**config.mk**
```make
export PLATFORM = sky130hd
export DESIGN_NAME = spiMaster
export DESIGN_NICKNAME = d
export VERILOG_FILES = /design/src/spiRegPkg.sv /design/src/spiWirePkg.sv /design/src/spiByteIf.sv /design/src/spiMaster.sv /design/src/spiCtrlRegs.sv /design/src/readWriteSPIWireData.sv /design/src/spiTxRxData.sv
export SDC_FILE = /design/constraint.sdc
export NUM_CORES = 1
export LEC_CHECK = 0
export BUFFER_PORTS_ARGS = -buffer_cell sky130_fd_sc_hd__buf_2
export CORE_MARGIN = 1.5
export CORE_UTILIZATION = 50
export CTS_BUF_LIST = sky130_fd_sc_hd__clkbuf_4
export DETAILED_ROUTE_END_ITERATION = 6
export PLACE_DENSITY = 0.69
export SLEW_MARGIN = 20
export SYNTH_ARGS = -nofsm -noshare
export SYNTH_HDL_FRONTEND = slang
export SYNTH_SLANG_ARGS = --single-unit
```
**constraint.sdc**
```tcl
create_clock -name clk -period 2.9 [get_ports clk]
set_clock_uncertainty 0.1 [all_clocks]
set_input_delay 0.145 -clock clk [delete_from_list [all_inputs] [get_ports clk]]
set_output_delay 0.145 -clock clk [all_outputs]
set_load 0.05 [all_outputs]
```
**src/spiRegPkg.sv**
```systemverilog
`default_nettype none

////////////////////////////////////////
// Host register map
////////////////////////////////////////

package spiRegPkg;

  // Register bus address width
  localparam int unsigned ADDR_W = 3;

  // Register addresses, used as the bus opcode
  typedef enum logic [ADDR_W-1:0] {
    REG_CTRL     = 3'd0,
    REG_CLKDELAY = 3'd1,
    REG_TXDATA   = 3'd2,
    REG_RXDATA   = 3'd3,
    REG_STATUS   = 3'd4
  } regAddr_e;

  // Bit positions in the status byte
  localparam int unsigned ST_TXEMPTY = 0;
  localparam int unsigned ST_TXFULL  = 1;
  localparam int unsigned ST_RXRDY   = 2;
  localparam int unsigned ST_OVERRUN = 3;

  // Control register values after reset
  localparam int unsigned CLKDELAY_RST = 4;
  // Chip select starts deselected
  localparam logic CS_RST = 1'b1;

endpackage

`default_nettype wire

```
**src/spiWirePkg.sv**
```systemverilog
`default_nettype none

////////////////////////////////////////
// Wire side definitions
////////////////////////////////////////

package spiWirePkg;

  // One byte on the SPI wire
  localparam int unsigned DATA_W = 8;

  // Width of the half-period setting and its counter
  localparam int unsigned DELAY_W = 8;

  typedef logic [DATA_W-1:0] byte_t;

  // Wire engine FSM
  // ST_RW_WIRE is the start-up state entered from reset
  typedef enum logic [1:0] {
    WT_TX_DATA = 2'b00,
    CLK_HI     = 2'b01,
    CLK_LO     = 2'b10,
    ST_RW_WIRE = 2'b11
  } wireState_e;

endpackage

`default_nettype wire
```
**src/spiByteIf.sv**
```systemverilog
`default_nettype none

////////////////////////////////////////
// Byte handshake between holding regs and wire engine
////////////////////////////////////////

interface spiByteIf;

  // Transmit side
  spiWirePkg::byte_t txData;
  logic              txDataFull;
  // One-cycle pulse from the engine once txData is taken
  logic              txDataFullClr;
  // Engine idle and waiting for a byte
  logic              txDataEmpty;

  // Receive side
  spiWirePkg::byte_t rxData;
  // One-cycle strobe, rxData valid in the same cycle
  logic              rxDataRdySet;

  // Holding register side
  modport host (
    output txData, txDataFull,
    input  txDataFullClr, txDataEmpty, rxData, rxDataRdySet
  );

  // Wire engine side
  modport engine (
    input  txData, txDataFull,
    output txDataFullClr, txDataEmpty, rxData, rxDataRdySet
  );

endinterface

`default_nettype wire

```
**src/spiMaster.sv**
```systemverilog
`default_nettype none

module spiMaster (
  input  wire logic                clk,
  input  wire logic                rst,
  // Host register bus
  input  wire spiRegPkg::regAddr_e regAddr,
  input  wire logic                regWrStb,
  input  wire spiWirePkg::byte_t   regWrData,
  input  wire logic                regRdStb,
  output spiWirePkg::byte_t        regRdData,
  output logic                     regRdValid,
  // SPI wires
  output logic                     spiClk,
  output logic                     spiMosi,
  output logic                     spiCs,
  input  wire logic                spiMiso
);

  spiWirePkg::byte_t clkDelay;
  spiWirePkg::byte_t statusByte;
  spiWirePkg::byte_t rxByte;
  logic              txWrStb;
  logic              rxRdStb;
  logic              statusRdStb;

  // Holding regs to wire engine
  spiByteIf byteIf ();

  ////////////////////////////////////////
  // Register decode
  ////////////////////////////////////////

  spiCtrlRegs u_ctrlRegs (
    .clk         (clk),
    .rst         (rst),
    .regAddr     (regAddr),
    .regWrStb    (regWrStb),
    .regWrData   (regWrData),
    .regRdStb    (regRdStb),
    .regRdData   (regRdData),
    .regRdValid  (regRdValid),
    .clkDelay    (clkDelay),
    .spiCs       (spiCs),
    .txWrStb     (txWrStb),
    .rxRdStb     (rxRdStb),
    .statusRdStb (statusRdStb),
    .statusIn    (statusByte),
    .rxDataIn    (rxByte)
  );

  // TX and RX holding registers with flags
  spiTxRxData u_txRxData (
    .clk         (clk),
    .rst         (rst),
    .txWrStb     (txWrStb),
    .txWrData    (regWrData),
    .rxRdStb     (rxRdStb),
    .statusRdStb (statusRdStb),
    .byteIf      (byteIf.host),
    .rxDataOut   (rxByte),
    .status      (statusByte)
  );

  ////////////////////////////////////////
  // Wire engine
  ////////////////////////////////////////

  readWriteSPIWireData u_wire (
    .clk      (clk),
    .rst      (rst),
    .clkDelay (clkDelay),
    .byteIf   (byteIf.engine),
    .spiClk   (spiClk),
    .spiMosi  (spiMosi),
    .spiMiso  (spiMiso)
  );

endmodule

`default_nettype wire

```
**src/spiCtrlRegs.sv**
```systemverilog
`default_nettype none

module spiCtrlRegs (
  input  wire logic                clk,
  input  wire logic                rst,
  input  wire spiRegPkg::regAddr_e regAddr,
  input  wire logic                regWrStb,
  input  wire spiWirePkg::byte_t   regWrData,
  input  wire logic                regRdStb,
  output spiWirePkg::byte_t        regRdData,
  output logic                     regRdValid,
  output spiWirePkg::byte_t        clkDelay,
  output logic                     spiCs,
  output logic                     txWrStb,
  output logic                     rxRdStb,
  output logic                     statusRdStb,
  input  wire spiWirePkg::byte_t   statusIn,
  input  wire spiWirePkg::byte_t   rxDataIn
);

  ////////////////////////////////////////
  // Write side
  ////////////////////////////////////////

  // Control and clock-delay registers
  always_ff @(posedge clk)
  begin
    if (rst)
    begin
      clkDelay <= spiWirePkg::byte_t'(spiRegPkg::CLKDELAY_RST);
      spiCs    <= spiRegPkg::CS_RST;
    end
    else if (regWrStb)
    begin
      case (regAddr)
        spiRegPkg::REG_CTRL:     spiCs    <= regWrData[0];
        spiRegPkg::REG_CLKDELAY: clkDelay <= regWrData;
        default:
        begin
          clkDelay <= clkDelay;
          spiCs    <= spiCs;
        end
      endcase
    end
  end

  // Strobes to the holding registers
  // TX write lands on the same edge as the bus write
  assign txWrStb     = regWrStb && (regAddr == spiRegPkg::REG_TXDATA);
  // Read side effects take place as the data is captured below
  assign rxRdStb     = regRdStb && (regAddr == spiRegPkg::REG_RXDATA);
  assign statusRdStb = regRdStb && (regAddr == spiRegPkg::REG_STATUS);

  ////////////////////////////////////////
  // Read side
  ////////////////////////////////////////

  spiWirePkg::byte_t rdMux;

  // TXDATA is write only and reads as zero
  always_comb
  begin
    case (regAddr)
      spiRegPkg::REG_CTRL:     rdMux = {{(spiWirePkg::DATA_W-1){1'b0}}, spiCs};
      spiRegPkg::REG_CLKDELAY: rdMux = clkDelay;
      spiRegPkg::REG_RXDATA:   rdMux = rxDataIn;
      spiRegPkg::REG_STATUS:   rdMux = statusIn;
      default:                 rdMux = '0;
    endcase
  end

  // Read data one cycle after the strobe
  always_ff @(posedge clk)
  begin
    if (regRdStb)
      regRdData <= rdMux;
  end

  always_ff @(posedge clk)
  begin
    if (rst)
      regRdValid <= 1'b0;
    else
      regRdValid <= regRdStb;
  end

endmodule

`default_nettype wire

```
**src/readWriteSPIWireData.sv**
```systemverilog
`default_nettype none

module readWriteSPIWireData (
  input  wire logic              clk,
  input  wire logic              rst,
  input  wire spiWirePkg::byte_t clkDelay,
  spiByteIf.engine               byteIf,
  output logic                   spiClk,
  output logic                   spiMosi,
  input  wire logic              spiMiso
);

  spiWirePkg::wireState_e state;
  spiWirePkg::wireState_e nextState;

  // Control outputs and their next values
  logic nextSpiClk;
  logic nextSpiMosi;
  logic fullClr;
  logic nextFullClr;
  logic rdySet;
  logic nextRdySet;
  logic txEmpty;
  logic nextTxEmpty;

  // Datapath
  spiWirePkg::byte_t                txShift;
  spiWirePkg::byte_t                nextTxShift;
  spiWirePkg::byte_t                rxShift;
  spiWirePkg::byte_t                nextRxShift;
  spiWirePkg::byte_t                rxByte;
  spiWirePkg::byte_t                nextRxByte;
  logic [3:0]                       bitCnt;
  logic [3:0]                       nextBitCnt;
  logic [spiWirePkg::DELAY_W-1:0]   delayCnt;
  logic [spiWirePkg::DELAY_W-1:0]   nextDelayCnt;

  ////////////////////////////////////////
  // Next state logic
  ////////////////////////////////////////

  always_comb
  begin
    // Hold everything unless a state says otherwise
    nextState    = state;
    nextSpiClk   = spiClk;
    nextSpiMosi  = spiMosi;
    nextFullClr  = fullClr;
    nextRdySet   = rdySet;
    nextTxEmpty  = txEmpty;
    nextTxShift  = txShift;
    nextRxShift  = rxShift;
    nextRxByte   = rxByte;
    nextBitCnt   = bitCnt;
    nextDelayCnt = delayCnt;
    case (state)
      // Idle until the holding register has a byte
      spiWirePkg::WT_TX_DATA:
      begin
        nextRdySet  = 1'b0;
        nextTxEmpty = 1'b1;
        if (byteIf.txDataFull)
        begin
          nextState    = spiWirePkg::CLK_HI;
          nextTxShift  = byteIf.txData;
          nextRxShift  = '0;
          nextBitCnt   = '0;
          nextDelayCnt = '0;
          nextFullClr  = 1'b1;
          nextTxEmpty  = 1'b0;
        end
      end
      // High half-period, ends on a falling edge
      spiWirePkg::CLK_HI:
      begin
        nextDelayCnt = delayCnt + (spiWirePkg::DELAY_W)'(1);
        nextFullClr  = 1'b0;
        nextRdySet   = 1'b0;
        if (delayCnt == clkDelay)
        begin
          nextState    = spiWirePkg::CLK_LO;
          nextSpiClk   = 1'b0;
          // MSB first on MOSI, MISO sampled at the same edge
          nextSpiMosi  = txShift[spiWirePkg::DATA_W-1];
          nextTxShift  = {txShift[spiWirePkg::DATA_W-2:0], 1'b0};
          nextRxShift  = {rxShift[spiWirePkg::DATA_W-2:0], spiMiso};
          nextDelayCnt = '0;
        end
      end
      // Low half-period, or end of byte once eight bits are out
      spiWirePkg::CLK_LO:
      begin
        nextDelayCnt = delayCnt + (spiWirePkg::DELAY_W)'(1);
        if ((bitCnt == 4'd8) && byteIf.txDataFull)
        begin
          // Next byte already queued, chain without an idle gap
          nextState    = spiWirePkg::CLK_HI;
          nextRdySet   = 1'b1;
          nextRxByte   = rxShift;
          nextTxShift  = byteIf.txData;
          nextBitCnt   = '0;
          nextDelayCnt = '0;
          nextFullClr  = 1'b1;
        end
        else if (bitCnt == 4'd8)
        begin
          nextState  = spiWirePkg::WT_TX_DATA;
          nextRdySet = 1'b1;
          nextRxByte = rxShift;
        end
        else if (delayCnt == clkDelay)
        begin
          nextState    = spiWirePkg::CLK_HI;
          nextSpiClk   = 1'b1;
          nextBitCnt   = bitCnt + 4'd1;
          nextDelayCnt = '0;
        end
      end
      // Start-up, one cycle then idle
      spiWirePkg::ST_RW_WIRE:
      begin
        nextState    = spiWirePkg::WT_TX_DATA;
        nextSpiClk   = 1'b1;
        nextFullClr  = 1'b0;
        nextRdySet   = 1'b0;
        nextTxEmpty  = 1'b1;
        nextBitCnt   = '0;
        nextDelayCnt = '0;
      end
    endcase
  end

  ////////////////////////////////////////
  // Registers
  ////////////////////////////////////////

  // SPI clock idles high out of reset
  always_ff @(posedge clk)
  begin
    if (rst)
    begin
      state   <= spiWirePkg::ST_RW_WIRE;
      spiClk  <= 1'b1;
      spiMosi <= 1'b0;
      fullClr <= 1'b0;
      rdySet  <= 1'b0;
      txEmpty <= 1'b0;
    end
    else
    begin
      state   <= nextState;
      spiClk  <= nextSpiClk;
      spiMosi <= nextSpiMosi;
      fullClr <= nextFullClr;
      rdySet  <= nextRdySet;
      txEmpty <= nextTxEmpty;
    end
  end

  // Shift registers and counters, loaded at each byte start
  always_ff @(posedge clk)
  begin
    txShift  <= nextTxShift;
    rxShift  <= nextRxShift;
    rxByte   <= nextRxByte;
    bitCnt   <= nextBitCnt;
    delayCnt <= nextDelayCnt;
  end

  assign byteIf.txDataFullClr = fullClr;
  assign byteIf.txDataEmpty   = txEmpty;
  assign byteIf.rxData        = rxByte;
  assign byteIf.rxDataRdySet  = rdySet;

endmodule

`default_nettype wire

```
**src/spiTxRxData.sv**
```systemverilog
`default_nettype none

module spiTxRxData (
  input  wire logic              clk,
  input  wire logic              rst,
  input  wire logic              txWrStb,
  input  wire spiWirePkg::byte_t txWrData,
  input  wire logic              rxRdStb,
  input  wire logic              statusRdStb,
  spiByteIf.host                 byteIf,
  output spiWirePkg::byte_t      rxDataOut,
  output spiWirePkg::byte_t      status
);

  ////////////////////////////////////////
  // Transmit holding register
  ////////////////////////////////////////

  spiWirePkg::byte_t txHold;
  logic              txFull;

  // Byte only, the full flag says whether it is valid
  always_ff @(posedge clk)
  begin
    if (txWrStb && !txFull)
      txHold <= txWrData;
  end

  // Write while full is dropped, no back-pressure on the bus
  always_ff @(posedge clk)
  begin
    if (rst)
      txFull <= 1'b0;
    else if (txWrStb && !txFull)
      txFull <= 1'b1;
    else if (byteIf.txDataFullClr)
      txFull <= 1'b0;
  end

  assign byteIf.txData     = txHold;
  assign byteIf.txDataFull = txFull;

  ////////////////////////////////////////
  // Receive holding register
  ////////////////////////////////////////

  spiWirePkg::byte_t rxHold;
  logic              rxRdy;
  logic              overrun;

  // Newest byte always wins
  always_ff @(posedge clk)
  begin
    if (byteIf.rxDataRdySet)
      rxHold <= byteIf.rxData;
  end

  always_ff @(posedge clk)
  begin
    if (rst)
    begin
      rxRdy   <= 1'b0;
      overrun <= 1'b0;
    end
    else
    begin
      // Arrival beats a read in the same cycle
      if (byteIf.rxDataRdySet)
        rxRdy <= 1'b1;
      else if (rxRdStb)
        rxRdy <= 1'b0;
      // Previous byte never read, so flag the loss
      if (byteIf.rxDataRdySet && rxRdy)
        overrun <= 1'b1;
      else if (statusRdStb)
        overrun <= 1'b0; // sticky until status is read
    end
  end

  assign rxDataOut = rxHold;

  // Status byte, unused bits read as zero
  always_comb
  begin
    status                         = '0;
    status[spiRegPkg::ST_TXEMPTY] = byteIf.txDataEmpty;
    status[spiRegPkg::ST_TXFULL]  = txFull;
    status[spiRegPkg::ST_RXRDY]   = rxRdy;
    status[spiRegPkg::ST_OVERRUN] = overrun;
  end

endmodule

`default_nettype wire

```
==> metrics.txt <==
outcome=finished with violations; failing checks=design-rule violations; worst reg-to-reg path cell count=6; slowest stage delay, CP=around 0.53 ns; min-delay src=rst; die width=84.9 um; std cell rows=29; type of the worst setup path=reg2reg; Rel. slew slack=42.0%; worst min-delay path category=in2reg; met2 Resource Use GR=26.3%; detailed-route via count=2064; H-tree levels=3; Area growth syn-to-layout=13.7%; delay-heaviest family, CP=simple AND/OR/NAND/NOR gates; peak supply drop=0.480 mV; CP arrival=2.40 ns; fin worst setup slack=0.465 ns; most common cell after layout, fill and taps aside=edfxtp_1; initial antenna violation count=0; commonest non-fill, non-tap cells in the layout=edfxtp_1 (60), nor2_1 (32), buf_2 (27); layout cells sized above 1=18.9%; vias in the first global route=1961; area of the core=6420 sq um; worst hold path cell count=2; worst skew pair latency=0.42 ns; R2R Path Start=u_wire.bitCnt[0]; synth top area cells=edfxtp_1 (54%), dfxtp_1 (12%), nor2_1 (3.6%), xor2_1 (3.4%), ha_1 (2.6%); Fmax=411 MHz; NumNets Final=~340; worst path bufs/invs=1; synthesized area=3350 sq um; met3 GRT Util=4.77%; dpl hpwl=4.13 mm; Slew Limit Fails=0; diode count=0; Tot GR Track Use=17.5%; first-pass GRT wire length=9.46 mm; WL per Instance=between 10 and 15 um; placed cells=369; fin cells=slightly below 400; port buffer count=27; routed vias/inst=5.23; Most Crowded Layer GR=met2; Residual DRC=6; CP Max Fanout=7; largest net degree at the start of global routing=23; Worst Tran Pin Value=0.869 ns; Synth warnings=0; Worst EP required=2.87 ns; clock tree from TritonCTS=done; Stages on worst setup path=6; Post-Syn Instances=267; Worst Setup End Kind=flop; setup violators final=0; PwrDens=807 nW/um^2; Synth cell types=36; Avg Cell Area, Syn=roughly 13 sq um; Place WS=0.510 ns; Final ANT Viol Nets=0; drt first pass iters=6; RSZ-0062 raised after global routing=false; Post-Route Utilization=between 50% and 60%; Setup Fix Bufs, Post-CTS=0; CTS sink cnt=80; Root Driver=clkbuf_4; Bufs on Longest Clock Path=2; Inserted Clock Buffers=9; flops & latches, synth=80; Max stage delay cell, worst path=nor3_1; initial core utilization=52.2%; MaxCap Viol Count=0; gp weighted congestion=0.832; Seq/Total Area, Yosys=65.7%; 1st-iter DRT viols=126; CP startpoint=u_wire.bitCnt[0]; CP Cell Sequence=inv_1, ha_1, nand3b_1, o21ai_0, a31oi_1, nor3_1; startpoint types=flop; post-layout min period=2.43 ns; Die Y=84.9 um; Tcrit/Tclk final=84.0%; Die Area=7200 sq um; routed wire length=5.71 mm; Final Power=3.07 mW; area leader, netlist=edfxtp_1; Net Count, Synth=290; met1 Usage GRT=24.1%; io pins=28; share of Yosys cell area claimed by the top area cell type=53.8%; final hold violations=0; setup_tns=0 ns; Static Leakage=about 1.4 nW; global route overflow=0; clk slew on worst S/H paths=0.13 ns
## synth_stat cells
cell type / number
xnor2_1: 3
or4_1: 2
a21boi_1: 1
mux2_2: 7
and3_1: 2
o41a_1: 1
a211o_1: 1
a31o_2: 1
buf_1: 2
nand2_1: 20
nor3_1: 2
inv_1: 8
mux2i_1: 6
a22oi_1: 4
and2_1: 11
or2_2: 1
o21a_1: 2
nand3_1: 11
a31oi_1: 1
a21o_1: 1
nand3b_1: 4
nor2b_1: 6
nand2b_1: 2
nor2_1: 32
o21ai_2: 1
a311o_1: 1
a311oi_1: 1
a21oi_1: 14
nor4_2: 2
ha_1: 7
edfxtp_1: 60
xor2_1: 13
dfxtp_1: 20
o21ai_0: 8
clkbuf_1: 6
nor3b_1: 3
## path summary, 6_finish.rpt
path | endpoint | slack (ns)
worst min-delay path | u_wire.spiMosi | 0.01
worst max-delay path | u_wire.bitCnt[3] | 0.47
worst max register to register | u_wire.bitCnt[3] | 0.47
worst min register to register | u_wire.byteIf.rxData[7] | 0.32
## routing by layer
metal,routed length [um],vias up
met1,2790,958
met5,0,-
li1,-,1052
met3,273,11
met2,2520,43
met4,129,0
## cells by family (layout without fill, tap and decap cells)
group	after synthesis	count (layout)	synth area share [%]
flops	80	80	65.7
simple gates	98	98	14.6
compound gates	37	37	6.94
mux	13	13	4.14
buf+inv	16	67	1.79
fa+ha+maj	7	7	2.61
xor+xnor	16	16	4.18
## worst reg2reg max path: stages (launching register included)
cell,delay (ns)
edfxtp_1,0.45
inv_1,0.09
ha_1,0.17
nand3b_1,0.19
o21ai_0,0.43
a31oi_1,0.13
nor3_1,0.53
## state kept, by name (all words and copies together) (netlist names), 2 cells and up
name                      count
u_wire.state                  2
u_txRxData.byteIf.txData      8
u_wire.byteIf.rxData          8
u_ctrlRegs.clkDelay           8
u_txRxData.rxDataOut          8
u_wire.bitCnt                 4
u_ctrlRegs.regRdData          8
u_wire.txShift                8
u_wire.delayCnt               8
u_wire.rxShift                8
## through the flow
step / instance area [sq um] / hold WS [ns]
floorplan: 3350 / 0.144
finish: 3810 / 0.0133
CTS: 3810 / 0.00116
global route: 3810 / 0.00738
detailed placement: 3600 / 0.239
global placement: 3600 / 0.242
## cell type report
class                   instances  area, sq um
multi-input cells             171         1090
well taps                      77         96.3
inverters                       8         30.0
flip-flops and latches         80         2200
repair buffers                 43          280
fillers                       529         2610
clock inverters                 6         36.3
clock buffers                  10         75.1
## timing repair
action / 4_1_cts / 5_1_grt
endpoints found under the hold margin: 27 / 0
hold buffers: 10 / 0
gates resized for setup: 0 / 0
## power by group
part	total, mW	switching, mW	internal (mW)	leakage (nW)
Clock	0.557	0.377	0.180	0.0558
Sequential	1.70	0.143	1.56	0.752
Combinational	0.820	0.485	0.335	0.639
Power figures use the tool's default switching activity.
